<file path="src/rtl/icache_config.svh">
`ifndef ICACHE_CONFIG_SVH
`define ICACHE_CONFIG_SVH

// byte address width of the fetch ports and the memory bus
`define ADDR_WIDTH 16

// cache geometry
`define LINE_BYTES 16       // four instructions per line
`define N_SETS 8
`define N_WAYS 2

// memory request id, wraps after 16 requests
`define ID_WIDTH 4

// cycles from grant to response
`define MEM_LATENCY 4

// backing memory depth in 32-bit words
`define MEM_WORDS 1024

// addi x0, x0, 0
`define NOP_INSTR 32'h00000013

`endif

</file>
<file path="src/rtl/icache_pkg.sv">
`include "icache_config.svh"

package icache_pkg;

    typedef logic [`ADDR_WIDTH-1:0]         addr_t;
    typedef logic [31:0]                    word_t;
    typedef logic [`LINE_BYTES*8-1:0]       line_t;
    typedef logic [`ID_WIDTH-1:0]           mem_id_t;
    typedef logic [$clog2(`N_WAYS)-1:0]     way_t;

    // cache to arbiter, addr is line aligned
    typedef struct packed {
        logic       valid;
        addr_t      addr;
    } mem_req_t;

    // arbiter to cache
    typedef struct packed {
        logic       busy;
        mem_id_t    id;     // id given to the next accepted request
    } mem_grant_t;

    // memory to both caches
    typedef struct packed {
        logic       valid;
        mem_id_t    id;
        line_t      data;
    } mem_rsp_t;

    typedef struct packed {
        logic       aw_valid;
        addr_t      aw_addr;
        logic       w_valid;
        word_t      w_data;
        logic       b_ready;
        logic       ar_valid;
        addr_t      ar_addr;
        logic       r_ready;
    } axil_req_t;

    typedef struct packed {
        logic       aw_ready;
        logic       w_ready;
        logic       b_valid;
        logic       ar_ready;
        logic       r_valid;
        word_t      r_data;
    } axil_rsp_t;

    typedef enum logic {
        IDLE,                   // serving hits, miss goes out as a request
        REQUEST                 // waiting for the line with our id
    } cache_state_t;

    typedef enum logic [1:0] {
        AXIL_IDLE,
        AXIL_WRESP,
        AXIL_RDATA
    } axil_state_t;

endpackage

</file>
<file path="src/rtl/mem_arbiter.sv">
`timescale 1ns/1ps

module mem_arbiter import icache_pkg::*; (
    input  logic        clk,
    input  logic        rst,

    input  mem_req_t    i_req0,
    input  mem_req_t    i_req1,
    output mem_grant_t  o_grant0,
    output mem_grant_t  o_grant1,

    output mem_req_t    o_mem_req,
    output mem_id_t     o_mem_id
);

    logic       grant0;
    logic       grant1;
    mem_id_t    id_q;

    // fixed priority, port 0 wins
    assign grant0 = i_req0.valid;
    assign grant1 = i_req1.valid && !i_req0.valid;

    always_comb begin
        o_grant0.busy = grant1;
        o_grant0.id   = id_q;
        o_grant1.busy = grant0;
        o_grant1.id   = id_q;
    end

    always_comb begin
        if (grant0) begin
            o_mem_req = i_req0;
        end else begin
            o_mem_req = i_req1;
        end
        o_mem_req.valid = grant0 || grant1;
    end

    assign o_mem_id = id_q;

    // one id per granted request, wraps freely
    always_ff @(posedge clk or posedge rst) begin
        if (rst) begin
            id_q <= '0;
        end else if (o_mem_req.valid) begin
            id_q <= id_q + 1'b1;
        end
    end

endmodule

</file>
<file path="config.mk">
export PLATFORM = sky130hd
export DESIGN_NAME = mem_arbiter
export DESIGN_NICKNAME = d
export VERILOG_FILES = /design/src/rtl/icache_pkg.sv /design/src/rtl/mem_arbiter.sv
export VERILOG_INCLUDE_DIRS = /design/src /design/src/rtl
export SDC_FILE = /design/constraint.sdc
export NUM_CORES = 1
export LEC_CHECK = 0
export ABC_AREA = 1
export BUFFER_PORTS_ARGS = -buffer_cell sky130_fd_sc_hd__buf_4
export CAP_MARGIN = 0
export CORE_UTILIZATION = 34
export CTS_BUF_LIST = sky130_fd_sc_hd__clkbuf_2
export DETAILED_ROUTE_END_ITERATION = 16
export GPL_TIMING_DRIVEN = 0
export MAX_ROUTING_LAYER = met4
export PLACE_DENSITY = 0.9
export REMOVE_ABC_BUFFERS = 1
export SLEW_MARGIN = 25
export SYNTH_ARGS = -nofsm -noshare
export SYNTH_HDL_FRONTEND = slang
export SYNTH_SLANG_ARGS = --single-unit
</file>
<file path="constraint.sdc">
create_clock -name clk -period 2.8 [get_ports clk]
set_input_delay 0.7 -clock clk [delete_from_list [all_inputs] [get_ports clk]]
set_output_delay 0.7 -clock clk [all_outputs]
set_load 0.02 [all_outputs]
</file>
==> flow_metrics.env <==
export IMPL_cts_sinks=4
export IMPL_cts_htree_levels=1
export IMPL_critPathCaptureType="output pin"
export IMPL_fp_dieH_um=40.80
export IMPL_maxSlewHeadroom=0.8331
export IMPL_r2r_slack_ns=1.81
export IMPL_finalSetupViolations=0
export IMPL_synth_seq_cells=4
export IMPL_wl_per_cell_um=10.45
export IMPL_vdd_drop_max_mv=0.5725
export IMPL_syn_instance_count=88
export IMPL_power_leakage_nw=0.6055
export IMPL_nFillCells=136
export IMPL_hold_slack_ns=0.3711
export IMPL_grt_max_degree=21
export IMPL_fin_tns_setup_ns=0
export IMPL_cp_data_required_time_ns=2.10
export IMPL_crit_arrival_ns=1.44
export IMPL_antenna_left=0
export IMPL_drtIter0Drc=10
export IMPL_area_delta_synth_final_pct=82.89
export IMPL_vias=691
export IMPL_drive_gt1_frac=0.5000
export IMPL_grt_pass1_vias=522
export IMPL_cp_max_fo=20
export IMPL_status="finished clean"
export IMPL_yosys_warnings=0
export IMPL_p_per_area_nw_per_um2=676.2
export IMPL_grt_usage=0.1977
export IMPL_num_rows=13
export IMPL_dr_pass1_iters=4
export IMPL_clock_skew_ns=0.001380
export IMPL_holdBufCountCts=0
export IMPL_antenna_found_initial=0
export IMPL_period_minus_slack_ns=2.140
export IMPL_diodes=0
export IMPL_globalplace_congestion=0.8177
export IMPL_ys_types=13
export IMPL_ctsRootBufferMaster="clkbuf_2"
export IMPL_avgSynthCellArea_um2=5.815
export IMPL_rsz0062_at_grt="false"
export IMPL_wl_mm=1.662
export IMPL_cts_setup_buffers=0
export IMPL_gr_total_overflow=0
export IMPL_syn_area_um2=511.7
export IMPL_fin_util=0.6932
export IMPL_grt_pass1_wl_mm=2.070
export IMPL_cts_repair_resized=0
export IMPL_clk_path_buf_depth=2
export IMPL_drv_slew=0
export IMPL_largest_reg_flops=4
export IMPL_core_area_um2=1350
export IMPL_path_clk_slew_ns=0.04
export IMPL_fp_dieW_um=40.80
export IMPL_startpoint_type="input port"
export IMPL_hold_violations=0
export IMPL_clk_latency_ns=0.21
export IMPL_final_common_cell="buf_4"
export IMPL_maxCapViolCount=0
export IMPL_port_buffers=66
export IMPL_fin_nets=183
export IMPL_final_cell_mix="buf_4, nand2_1, inv_1, dfrtp_1, clkbuf_2"
export IMPL_die_area_um2=1664
export IMPL_initial_utilization=0.3791
export IMPL_drc_errors=0
export IMPL_crit_type="input port to output pin"
export IMPL_cts_tree="built"
export IMPL_fin_crit_sh=0.7644
export IMPL_cts_buffers=3
export IMPL_fmaxAchievable_mhz=467.2
export IMPL_yosysSeqAreaShare=0.1956
export IMPL_min_path_type="input port to asynchronous set/reset pin"
export IMPL_worst_pin_slew_ns=0.2500
export IMPL_vias_per_cell=4.346
export IMPL_io_pins=67
export IMPL_place_hpwl_mm=1.375
## cells in the mapped netlist, drive strengths merged
| master | number | area, um^2 |
|---|---|---|
| dfrtp | 4 | 100.1 |
| ha | 1 | 12.51 |
| inv | 6 | 22.52 |
| nor2 | 3 | 27.53 |
| xor2 | 1 | 8.760 |
| buf | 13 | 105.1 |
| nand2 | 56 | 210.2 |
| nand3 | 2 | 10.01 |
| o21bai | 1 | 7.510 |
| nand3b | 1 | 7.510 |
## through the flow
step	area [um^2]	setup slack, ns	std cells	total power [mW]
2_1_floorplan	406.6	1.038	75	0.3478
3_3_place_gp	920.9	0.7076	156	0.5657
3_5_place_dp	920.9	0.6526	156	0.5844
4_1_cts	935.9	0.6518	159	0.6414
5_1_grt	935.9	0.5849	159	0.6812
6_report	935.9	0.6596	159	0.6329
## worst max-delay path, stage by stage
cell and delay [ns]:
buf_4 0.20, inv_2 0.23, nand2_1 0.09, nand2_1 0.08, buf_4 0.14
## power by group
group          internal, mW  leakage, nW  switching, mW
clock                0.0288       0.0125         0.0247
sequential           0.0878       0.0482         0.0471
combinational         0.202        0.545          0.242
total                 0.319        0.605          0.314
## final timing paths
check	start	endpoint	cells after the start
worst max-delay path	i_req0[16]	o_mem_req[9]	5
worst min-delay path	rst	o_mem_id[2]	2
worst max register to register	o_mem_id[0]	o_mem_id[1]	3
worst min register to register	o_mem_id[2]	o_mem_id[2]	2
max in group asynchronous	rst	o_mem_id[1]	2
min in group clk	o_mem_id[2]	o_mem_id[2]	2
## routing by layer
layer	up-vias	share of wire	wire, um	track usage
met2	23	0.61	1013	0.3438
met4	0	0.0084	14	0.1000
met1	304	0.35	576	0.2033
met5	-	0	0	-
met3	2	0.034	57	0.04891
li1	362	-	-	-
## layout make-up
| type | instances | area [um^2] | area share |
|---|---|---|---|
| Clock buffer | 3 | 15.01 | 0.01604 |
| Sequential cell | 4 | 100.1 | 0.1070 |
| Timing Repair Buffer | 66 | 495.5 | 0.5294 |
| Multi-Input combinational cell | 65 | 284.0 | 0.3035 |
| Inverter | 6 | 22.52 | 0.02406 |
| Tap cell | 15 | 18.77 | 0.02005 |
## cell families after synthesis
logic type,share of synthesized area
AOI/OAI and AO/OA,0.01468
xor gates and xnor gates,0.01712
adders and majority gates,0.02445
buffers and inverters,0.2494
DFF,0.1956
and+or+nand+nor,0.4988
Note: power is estimated with default switching activity, not from simulation.
