### config.mk
export PLATFORM = sky130hd
export DESIGN_NAME = victim_lfsr
export DESIGN_NICKNAME = d
export VERILOG_FILES = /design/src/rtl/icache_pkg.sv /design/src/rtl/victim_lfsr.sv
export VERILOG_INCLUDE_DIRS = /design/src /design/src/rtl
export SDC_FILE = /design/constraint.sdc
export NUM_CORES = 1
export LEC_CHECK = 0
export BUFFER_PORTS_ARGS = -buffer_cell sky130_fd_sc_hd__buf_2
export CORE_MARGIN = 2
export CORE_UTILIZATION = 30
export CTS_BUF_LIST = sky130_fd_sc_hd__clkbuf_8 sky130_fd_sc_hd__clkbuf_16
export DETAILED_ROUTE_END_ITERATION = 8
export HOLD_SLACK_MARGIN = 0.15
export SETUP_SLACK_MARGIN = 0.05
export SLEW_MARGIN = 15
export SYNTH_ARGS = -nofsm -noshare
export SYNTH_HDL_FRONTEND = slang
export SYNTH_SLANG_ARGS = --single-unit
### constraint.sdc
create_clock -name clk -period 0.9 [get_ports clk]
set_clock_uncertainty 0.2 [all_clocks]
set_input_delay 0.27 -clock clk [delete_from_list [all_inputs] [get_ports clk]]
set_output_delay 0.27 -clock clk [all_outputs]
set_load 0.1 [all_outputs]
### src/rtl/icache_config.svh
`ifndef ICACHE_CONFIG_SVH
`define ICACHE_CONFIG_SVH

// byte address width of the fetch ports and the memory bus
`define ADDR_WIDTH 16

// cache geometry
`define LINE_BYTES 16       // four instructions per line
`define N_SETS 8
`define N_WAYS 2

// memory request id, wraps after 16 requests
`define ID_WIDTH 4

// cycles from grant to response
`define MEM_LATENCY 4

// backing memory depth in 32-bit words
`define MEM_WORDS 1024

// addi x0, x0, 0
`define NOP_INSTR 32'h00000013

`endif

### src/rtl/icache_pkg.sv
`include "icache_config.svh"

package icache_pkg;

    typedef logic [`ADDR_WIDTH-1:0]         addr_t;
    typedef logic [31:0]                    word_t;
    typedef logic [`LINE_BYTES*8-1:0]       line_t;
    typedef logic [`ID_WIDTH-1:0]           mem_id_t;
    typedef logic [$clog2(`N_WAYS)-1:0]     way_t;

    // cache to arbiter, addr is line aligned
    typedef struct packed {
        logic       valid;
        addr_t      addr;
    } mem_req_t;

    // arbiter to cache
    typedef struct packed {
        logic       busy;
        mem_id_t    id;     // id given to the next accepted request
    } mem_grant_t;

    // memory to both caches
    typedef struct packed {
        logic       valid;
        mem_id_t    id;
        line_t      data;
    } mem_rsp_t;

    typedef struct packed {
        logic       aw_valid;
        addr_t      aw_addr;
        logic       w_valid;
        word_t      w_data;
        logic       b_ready;
        logic       ar_valid;
        addr_t      ar_addr;
        logic       r_ready;
    } axil_req_t;

    typedef struct packed {
        logic       aw_ready;
        logic       w_ready;
        logic       b_valid;
        logic       ar_ready;
        logic       r_valid;
        word_t      r_data;
    } axil_rsp_t;

    typedef enum logic {
        IDLE,                   // serving hits, miss goes out as a request
        REQUEST                 // waiting for the line with our id
    } cache_state_t;

    typedef enum logic [1:0] {
        AXIL_IDLE,
        AXIL_WRESP,
        AXIL_RDATA
    } axil_state_t;

endpackage

### src/rtl/victim_lfsr.sv
`timescale 1ns/1ps

module victim_lfsr import icache_pkg::*; #(
    parameter logic [15:0] SEED = 16'hace1      // must be nonzero
) (
    input  logic    clk,
    input  logic    rst,
    output way_t    o_way
);

    // x^16 + x^14 + x^13 + x^11 + 1, maximal length
    localparam logic [15:0] TAPS = 16'hb400;

    logic [15:0] lfsr;

    always_ff @(posedge clk or posedge rst) begin
        if (rst) begin
            lfsr <= SEED;
        end else if (lfsr[0]) begin
            lfsr <= {1'b0, lfsr[15:1]} ^ TAPS;
        end else begin
            lfsr <= {1'b0, lfsr[15:1]};
        end
    end

    assign o_way = lfsr[$bits(way_t)-1:0];

endmodule

==> results.rst <==
.. list-table::
   :header-rows: 1

   * - Metric
     - Value
   * - Total routing resource utilization after global routing
     - 8.60%
   * - Critical path type
     - reg -> out
   * - Cell area after technology mapping
     - 440 um^2
   * - Clock sink count
     - 16
   * - Crit end category
     - output pin
   * - Number of global-route vias before repair
     - 188
   * - Overall power after layout
     - 1.34 mW
   * - HPWL Detailed
     - about 320 um
   * - TritonCTS clock tree
     - yes
   * - Row Count
     - 13
   * - Fraction of layout instances using a drive strength above 1
     - between 60% and 70%
   * - Metal1 wirelength
     - about 260 um
   * - Post-Synthesis Cells
     - 20
   * - IO buf count
     - 2
   * - Slowest CP cell
     - dfstp_4
   * - Worst-path fanout max
     - 2
   * - Number of enable flip-flop cells after synthesis
     - 0
   * - DIE HEIGHT
     - ~42 um
   * - Average vias per placed instance
     - roughly 3.8
   * - Number of hold violations in the final report
     - 8
   * - Detailed-routing iteration count for the pre-antenna-repair pass
     - 2
   * - Failing checks
     - negative hold slack, negative setup slack
   * - Worst path depth
     - 1
   * - Final setup violation count
     - 5
   * - Routed length per placed instance
     - 11.6 um
   * - Result of the run
     - finished with violations
   * - Maximum number of buffers from clock root to sink
     - 2
   * - Smallest setup slack after layout
     - -0.612 ns
   * - Via total after detailed routing
     - around 170
   * - Number of top-level pins
     - 3
   * - Total power divided by cell area
     - approximately 2300 nW/um^2
   * - Most flop-heavy register
     - lfsr
   * - Cells along the critical path
     - buf_12
   * - Die Span X
     - 42.3 um
   * - Kind of cell adding the most delay to the critical path
     - flip-flops
   * - Number of remaining DRC errors
     - 0
   * - Path category of the worst min-delay check
     - in -> async
   * - Final antenna diode count
     - 0
   * - Core region area
     - around 1300 um^2
   * - Worst skew pair latency
     - about 0.24 ns
   * - Yosys top cell by area
     - dfstp_2
   * - Launch point of the worst path
     - lfsr[0]
   * - Share of the synthesized area in the top cell type
     - approximately 48%
   * - Destination of the worst register-to-register timing path
     - lfsr[12]
   * - Share of power burned in combinational logic
     - 1.9%
   * - Congestion Overflow GR
     - 0
   * - Worst Hold Slack
     - -0.175 ns
   * - Fraction of registers with async set/reset
     - 100%
   * - #FFs+latches synth
     - 16
   * - Sequential cell area
     - approximately 410 um^2
   * - Max Fclk
     - between 0.6 and 0.7 GHz
   * - Relative contribution of the clock network to total power
     - 44.5%
   * - Power share of the sequential group
     - 53.7%
   * - Count of cells along the worst register-to-register path
     - 3
   * - Yosys cell types
     - 4
   * - Count of antenna-violating nets left after detailed routing
     - 0
   * - Biggest registers after layout
     - lfsr x16
   * - Reg-to-reg setup timing slack
     - -0.35 ns
   * - Max-cap violations
     - 0
   * - Reg2Reg Launch Point
     - lfsr[0]
   * - Gpl congestion
     - about 0.67
   * - Area of the multi-input gates
     - 33.8 um^2
   * - Timing endpoint of the critical path
     - o_way
   * - VDD IR-drop max
     - roughly 0.9 mV
   * - Most frequent cells after synthesis
     - dfrtp_1, dfstp_2, xor2_1, inv_1
   * - Highest routed layer
     - met3
   * - Cell Count Post-Placement
     - 39
   * - Dominant synthesized flop cell
     - dfstp_2
   * - Total number of H-tree levels
     - 1
   * - Final core utilization
     - 44.7%
   * - Clock root buffer
     - clkbuf_8
   * - Fill cell count
     - 114
   * - Mean area per synthesized cell
     - 22.0 um^2
   * - Maximum number of pins on one net before global-route repair
     - 17
   * - Wire length on met2
     - 216 um
   * - Relative slew margins
     - approximately 90%
   * - Fin nets
     - 33
   * - Critical path buffers and inverters
     - 1
   * - Number of non-filler instances in the completed layout
     - 45
   * - Synth-to-Final Area Change
     - 35.5%
   * - Sequential share of the synthesized area
     - between 90 and 100%
   * - Unrepaired setup endpoints after global routing
     - yes
   * - Final min period
     - between 1.5 and 2 ns
   * - Drt first-iter violations
     - 1
   * - Peak per-stage delay on the critical path
     - 0.63 ns
   * - Clock transition at path regs
     - approximately 0.06 ns
   * - Total of warnings raised by yosys
     - 0
   * - Crit path launch type
     - flop
   * - Post-route clock period utilization
     - 168%
   * - Switching power total
     - between 200 and 250 uW
   * - Total nets after synthesis
     - 22
   * - Switching share of total power
     - between 10% and 20%
   * - Starting density of the core
     - approximately a third
   * - Flip-flop count of the largest register, all copies and words added
     - 16
   * - Lkg Pwr
     - roughly 0.3 nW
   * - Global-route wire length before repair
     - roughly 950 um
   * - DIE AREA
     - 1790 um^2
   * - Wire length on met3
     - around 40 um
   * - Final Routed Wirelength
     - approximately 520 um
   * - Final number of max-transition violations
     - 0
   * - Pre-CTS setup slack
     - -0.356 ns
   * - Req. time, crit path
     - 0.43 ns
   * - Internal cell power
     - about 1.1 mW
   * - Cells taking the most area after synthesis
     - dfstp_2, dfrtp_1, xor2_1
   * - Transition at the pin with the smallest max-transition slack
     - 0.111 ns
   * - Arrival @ worst endpoint
     - 1.04 ns
   * - Initial antenna violation count
     - 0
   * - TritonCTS Buffers
     - 3
cells by family (layout without fill, tap and decap cells):
group	count (synthesis)	after routing	share of synthesized area [%]
xor gates and xnor gates	3	3	5.97
DFF	16	16	93.2
buffers and inverters	1	11	0.851
worst min path at each step:
stage / startpoint / endpoint
after CTS: rst / lfsr[14]
after global routing: rst / lfsr[8]
final: rst / lfsr[9]
after detailed placement: rst / lfsr[12]
after floorplan: rst / lfsr[12]
after global placement: rst / lfsr[9]
metal layers:
layer  track usage, %  vias up
met5                0        -
met4             3.75        0
met3             9.05        0
met2             9.54        5
met1             10.3       91
li1                 -       77
power groups by stage:
stage                     sequential, mW  combinational, mW  clock (mW)
after floorplan                    0.733             0.0105           0
after global placement             0.733             0.0246           0
after detailed placement           0.733             0.0261           0
after CTS                          0.721             0.0263       0.631
after global routing               0.721             0.0294       0.665
final                              0.721             0.0249       0.598
what timing repair did:
action / CTS / global route
pin swaps: 0 / 3
endpoints found under the setup margin: 5 / 5
setup buffers: 0 / 2
gates resized for setup: 1 / 1
endpoints found under the hold margin: 16 / 16
layout make-up:
cell class,count,share of cell area (%)
Sequential cell,16,69.4
Timing Repair Buffer,6,11.9
Clock buffer,4,9.22
Multi-Input combinational cell,3,5.66
Tap cell,15,3.14
Inverter,1,0.629
placed cells by master (no fill, tap or decap):
cell	instances
dfrtp_1	8
inv_1	1
clkbuf_8	4
buf_2	1
xor2_2	1
xor2_1	2
dfstp_4	1
dfstp_2	7
buf_4	2
buf_12	2
buf_6	1
metrics by stage:
step | setup TNS [ns] | hold slack (ns) | area (um^2)
after global placement | -1.24 | 0.0772 | 515
after detailed placement | -1.35 | 0.0818 | 515
after CTS | -1.65 | -0.179 | 578
final | -1.93 | -0.175 | 597
after floorplan | -1.54 | -0.0220 | 444
after global routing | -2.13 | -0.166 | 597
Power figures use the tool's default switching activity.
