--- src/rtl/icache_config.svh ---
`ifndef ICACHE_CONFIG_SVH
`define ICACHE_CONFIG_SVH

// byte address width of the fetch ports and the memory bus
`define ADDR_WIDTH 16

// cache geometry
`define LINE_BYTES 16       // four instructions per line
`define N_SETS 8
`define N_WAYS 2

// memory request id, wraps after 16 requests
`define ID_WIDTH 4

// cycles from grant to response
`define MEM_LATENCY 4

// backing memory depth in 32-bit words
`define MEM_WORDS 1024

// addi x0, x0, 0
`define NOP_INSTR 32'h00000013

`endif

--- src/rtl/icache_pkg.sv ---
`include "icache_config.svh"

package icache_pkg;

    typedef logic [`ADDR_WIDTH-1:0]         addr_t;
    typedef logic [31:0]                    word_t;
    typedef logic [`LINE_BYTES*8-1:0]       line_t;
    typedef logic [`ID_WIDTH-1:0]           mem_id_t;
    typedef logic [$clog2(`N_WAYS)-1:0]     way_t;

    // cache to arbiter, addr is line aligned
    typedef struct packed {
        logic       valid;
        addr_t      addr;
    } mem_req_t;

    // arbiter to cache
    typedef struct packed {
        logic       busy;
        mem_id_t    id;     // id given to the next accepted request
    } mem_grant_t;

    // memory to both caches
    typedef struct packed {
        logic       valid;
        mem_id_t    id;
        line_t      data;
    } mem_rsp_t;

    typedef struct packed {
        logic       aw_valid;
        addr_t      aw_addr;
        logic       w_valid;
        word_t      w_data;
        logic       b_ready;
        logic       ar_valid;
        addr_t      ar_addr;
        logic       r_ready;
    } axil_req_t;

    typedef struct packed {
        logic       aw_ready;
        logic       w_ready;
        logic       b_valid;
        logic       ar_ready;
        logic       r_valid;
        word_t      r_data;
    } axil_rsp_t;

    typedef enum logic {
        IDLE,                   // serving hits, miss goes out as a request
        REQUEST                 // waiting for the line with our id
    } cache_state_t;

    typedef enum logic [1:0] {
        AXIL_IDLE,
        AXIL_WRESP,
        AXIL_RDATA
    } axil_state_t;

endpackage

--- src/rtl/icache.sv ---
`timescale 1ns/1ps
`include "icache_config.svh"

module icache import icache_pkg::*; (
    input  logic        clk,
    input  logic        rst,

    input  addr_t       i_va,
    input  addr_t       i_pa,

    output logic        o_miss,
    output word_t       o_instr,

    output mem_req_t    o_mem_req,
    input  mem_grant_t  i_grant,
    input  mem_rsp_t    i_mem_rsp,
    input  way_t        i_victim
);

    localparam int OFFSET_BITS = $clog2(`LINE_BYTES);
    localparam int SET_BITS    = $clog2(`N_SETS);
    localparam int TAG_BITS    = `ADDR_WIDTH - OFFSET_BITS - SET_BITS;
    localparam int WSEL_BITS   = $clog2(`LINE_BYTES / 4);

    logic [TAG_BITS-1:0]    tag_mem   [`N_SETS][`N_WAYS];
    logic                   valid_mem [`N_SETS][`N_WAYS];
    line_t                  data_mem  [`N_SETS][`N_WAYS];

    logic [SET_BITS-1:0]    set_idx;
    logic [WSEL_BITS-1:0]   word_sel;
    logic [TAG_BITS-1:0]    req_tag;

    logic                   hit;
    way_t                   hit_way;
    logic                   has_free;
    way_t                   free_way;
    logic                   grant;
    logic                   rsp_match;

    cache_state_t           state;
    cache_state_t           next_state;

    // fill target, captured at the grant
    mem_id_t                fill_id;
    way_t                   fill_way;
    logic [SET_BITS-1:0]    fill_set;
    logic [TAG_BITS-1:0]    fill_tag;

    assign set_idx  = i_va[OFFSET_BITS +: SET_BITS];
    assign word_sel = i_va[2 +: WSEL_BITS];          // word aligned fetch
    assign req_tag  = i_pa[`ADDR_WIDTH-1 -: TAG_BITS];

    always_comb begin
        hit      = 1'b0;
        hit_way  = '0;
        has_free = 1'b0;
        free_way = '0;
        for (int w = 0; w < `N_WAYS; w++) begin
            if (valid_mem[set_idx][w] && tag_mem[set_idx][w] == req_tag) begin
                hit     = 1'b1;
                hit_way = way_t'(w);
            end
            if (!valid_mem[set_idx][w]) begin
                has_free = 1'b1;
                free_way = way_t'(w);
            end
        end
    end

    assign o_miss  = !hit;
    assign o_instr = hit ? data_mem[set_idx][hit_way][word_sel*32 +: 32] : `NOP_INSTR;

    // request the whole line on a miss
    always_comb begin
        o_mem_req.valid = (state == IDLE) && !hit;
        o_mem_req.addr  = {req_tag, set_idx, {OFFSET_BITS{1'b0}}};
    end

    assign grant     = o_mem_req.valid && !i_grant.busy;
    assign rsp_match = (state == REQUEST) && i_mem_rsp.valid && (i_mem_rsp.id == fill_id);

    always_comb begin
        next_state = state;
        case (state)
            IDLE: begin
                if (grant) begin
                    next_state = REQUEST;
                end
            end
            REQUEST: begin
                if (rsp_match) begin
                    next_state = IDLE;
                end
            end
            default: next_state = IDLE;
        endcase
    end

    always_ff @(posedge clk or posedge rst) begin
        if (rst) begin
            state <= IDLE;
            for (int s = 0; s < `N_SETS; s++) begin
                for (int w = 0; w < `N_WAYS; w++) begin
                    valid_mem[s][w] <= 1'b0;
                end
            end
        end else begin
            state <= next_state;
            if (rsp_match) begin
                valid_mem[fill_set][fill_way] <= 1'b1;
            end
        end
    end

    always_ff @(posedge clk) begin
        if (grant) begin
            fill_id  <= i_grant.id;
            fill_way <= has_free ? free_way : i_victim;   // empty way first, else random
            fill_set <= set_idx;
            fill_tag <= req_tag;
        end
        if (rsp_match) begin
            tag_mem[fill_set][fill_way]  <= fill_tag;
            data_mem[fill_set][fill_way] <= i_mem_rsp.data;
        end
    end

endmodule

--- config.mk ---
export PLATFORM = sky130hd
export DESIGN_NAME = icache
export DESIGN_NICKNAME = d
export VERILOG_FILES = /design/src/rtl/icache_pkg.sv /design/src/rtl/icache.sv
export VERILOG_INCLUDE_DIRS = /design/src /design/src/rtl
export SDC_FILE = /design/constraint.sdc
export NUM_CORES = 2
export LEC_CHECK = 0
export ABC_AREA = 1
export BUFFER_PORTS_ARGS = -buffer_cell sky130_fd_sc_hd__buf_2
export CORE_MARGIN = 2
export CORE_UTILIZATION = 45
export CTS_CLUSTER_SIZE = 8
export DETAILED_ROUTE_END_ITERATION = 6
export PLACE_DENSITY = 0.61
export SLEW_MARGIN = 5
export SYNTH_ARGS = -nofsm -noshare
export SYNTH_HDL_FRONTEND = slang
export SYNTH_SLANG_ARGS = --single-unit
--- constraint.sdc ---
create_clock -name clk -period 22.3 [get_ports clk]
set_input_delay 2.23 -clock clk [delete_from_list [all_inputs] [get_ports clk]]
set_output_delay 2.23 -clock clk [all_outputs]
set_load 0.01 [all_outputs]
==> metrics.csv <==
stage,metric,value,unit
run_status,status,"finished, final reports clean",
clocking,cts_resized,0,
synthesis,netlist_area,0.08840,mm²
clocking,cts-hold-fix-buffers,0,
timing,rsz0062_at_grt,no,
critical_path,start_kind,primary input,
synthesis,synth_edf_count,2209,
place,placed_area,0.09150,mm²
critical_path,crit_path_cell_trace,buf_8 -> buf_4 -> buf_4 -> nand2_1 -> nand3_1 -> nand3_1 -> nand2_1 -> nand2_1 -> nand2_1 -> nand2_1 -> nor2_4 -> buf_4 -> nand3_4 -> buf_4 -> buf_12 -> nand2_1 -> nand2_1 -> nor2_1 -> nor2_1 -> nor2_1 -> buf_2,
critical_path,crit_required,20.07,ns
hold_path,hp-class,reg2reg,
route,drtPass1Iterations,6,
die,core,0.1950,mm²
clocking,root_buffer,clkbuf_16,
timing,setup_violations,0,
place,dp.final_hpwl,122100,µm
critical_path,cp-end-kind,output port,
clocking,clk_pin_slew,0.05,ns
synthesis,synth.avg_cell_area,13.04,µm²
layout,final_area,0.1000,mm²
synthesis,yosys_register_bits,2226,
critical_path,cp_max_fo,90,
timing,fmax,88.23,MHz
route,dr.first_iter.drc_count,6772,
timing,tns,0,ns
route,wl_met2,116500,µm
route,vias,57630,
clocking,cts.path.max_buffers,4,
layout,num-fill-cells,16350,
timing,clock-skew-final,0.05698,ns
synthesis,ys_types,37,
pwr,p_leak,0.03276,µW
synthesis,synth_ff_type,edfxtp_1,
die,die-area,0.2000,mm²
die,dieHeight,447.2,µm
critical_path,r2r_slack,16.93,ns
clocking,htreeDepth,5,
critical_path,worstSetupPathType,in2out,
timing,fin_crit_sh,50.82,%
timing,tightest_slew,1.246,ns
synthesis,synthCells,6779,
die,die_x,447.2,µm
route,post_drt_wl_per_cell,26.58,µm
critical_path,worst_path_max_delay_cell,buf_4,
pwr,p_per_area,93.71,mW/mm²
critical_path,cpMostUsedCell,nand2_1,
clocking,clkSinkCount,2226,
die,core.rowCount,162,
clocking,cts_buffers,328,
pwr,ir_drop,0.05139,mV
route,ant_nets,0,
layout,drive_gt1_share,9.861,%
die,pin_count,223,
global_routing,grt_pass1_wl,368800,µm
global_routing,grt_max_degree,230,
synthesis,yosysSeqAreaShare,75.52,%
timing,hold_viol,0,
route,vias_per_cell,6.024,
route,drt-total-wl,254300,µm
timing,relSlewSlack,16.96,%
route,wl_met1,105700,µm
die,initial_utilization,45.34,%
timing,min_period,11.33,ns
synthesis,synth_warnings,0,
synthesis,synth_area_leader_cell,edfxtp_1,
pwr,power.total,9374,µW
route,top_layer,met5,
synthesis,ys_async_sr_fraction,0.7637,%
global_routing,antenna_found_initial,54,
global_routing,grt_pass1_vias,55010,
clocking,post-cts-setup-buffers,0,
global_routing,grtUsageTotal,24.97,%
place,io_buffers,200,
place,gp_congestion,0.7855,
timing,drv_slew,0,
layout,fin_nets,7069,
layout,syn_to_final_growth,13.15,%
global_routing,overflow,0,
synthesis,synth_top_cell_area_share,75.04,%
clocking,cts_tree,built,
run,drv_cap,0,
synthesis,synth.area.top_cells,"edfxtp_1 75%, o21ai_0 7.5%, nor2_1 5.2%",
clocking,clk_latency,0.92,ns
route,drc,0,
critical_path,slowest_delay,0.84,ns
critical_path,worstPathArrival,9.10,ns
route,wl_met3,23490,µm
## worst max-delay path, delay by kind of cell
family / cells / cell delay, ns
buffers and inverters: 7 / 3.79
and+or+nand+nor: 14 / 2.77
## per-stage QoR
step,worst slack (ns),cells,util [%],hold slack [ns]
6_report,10.97,9567,51.30,0.4552
5_1_grt,10.78,9556,51.28,0.4739
4_1_cts,11.20,9549,51.27,0.4561
3_5_place_dp,11.20,9189,46.92,0.4434
3_3_place_gp,11.18,9189,46.92,0.4380
2_1_floorplan,12.63,6782,-,0.4276
## report_power, final
part	internal [µW]	switching, µW	total [µW]
Clock	2600	1640	4240
Sequential	4640	15.1	4660
Combinational	112	360	473
Total	7360	2010	9370
## routing by layer
| layer | track usage, % | vias up |
|---|---|---|
| met4 | 8.988 | 34 |
| met3 | 5.079 | 517 |
| met2 | 38.64 | 2786 |
| met5 | 0 | - |
| met1 | 35.09 | 29010 |
| li1 | - | 25290 |
## flip-flops by register name, indices dropped and copies added (netlist names)
register   count
fill_set       3
fill_id        4
valid_mem     16
fill_way       1
state          1
fill_tag       9
data_mem    2048
tag_mem      144
## cell usage in the layout, fill, tap and decap left out, drive strengths merged
cell type,n
edfxtp,2209
o21ai,1340
nor2,1229
nand2,505
clkbuf,352
buf,300
o221ai,254
nand3,223
a21oi,134
inv,112
nand4,95
o22ai,67
a221oi,34
diode,17
dfrtp,17
or2,14
a221o,10
a32o,6
clkinv,5
o211ai,4
conb,4
xor2,3
nand3b,2
nor3,2
a22o,1
nor4,1
a211oi,1
a31oi,1
and3,1
## layout make-up
class                           instances  area, µm²  area share (%)
Antenna cell                           17      42.54         0.04253
Clock buffer                          352       8383           8.381
Clock inverter                          8      85.08         0.08506
Inverter                              109      434.2          0.4341
Multi-Input combinational cell       3931      19090           19.09
Sequential cell                      2226      66760           66.74
Tap cell                             2624       3283           3.282
Timing Repair Buffer                  300       1947           1.946
## synthesized netlist by cell type (17+ instances only)
library cell / instances
o22ai_1: 67
nor2_1: 1227
clkbuf_1: 322
dfrtp_1: 17
buf_1: 27
buf_2: 123
nand4_1: 95
buf_4: 34
nand3_1: 222
a21oi_1: 133
o221ai_1: 254
o21ai_0: 1333
nand2_1: 504
edfxtp_1: 2209
inv_1: 105
a221oi_1: 34
## logic make-up (layout without fill, tap and decap cells)
group	after synthesis	in the layout	share of synthesized area, %
AO/OA/AOI/OAI	1852	1852	11.92
XOR/XNOR	3	3	0.02973
buffers and inverters	625	769	3.057
flip-flops	2226	2226	75.52
other	1	21	0.004242
AND/OR/NAND/NOR	2072	2072	9.465
## worst paths after layout
| check | from | to | depth (start not counted) |
|---|---|---|---|
| max | i_va[4] | o_instr[2] | 21 |
| min | valid_mem[12]$_DFFE_PP0P_ | valid_mem[12]$_DFFE_PP0P_ | 2 |
| max reg2reg | fill_id[2]$_DFFE_PP_ | data_mem[7][234]$_DFFE_PP_ | 8 |
| min reg2reg | valid_mem[12]$_DFFE_PP0P_ | valid_mem[12]$_DFFE_PP0P_ | 2 |
| max in group asynchronous | rst | valid_mem[1]$_DFFE_PP0P_ | 2 |
| min in group asynchronous | rst | valid_mem[14]$_DFFE_PP0P_ | 2 |
No activity file was read; power rests on OpenSTA's default activity.
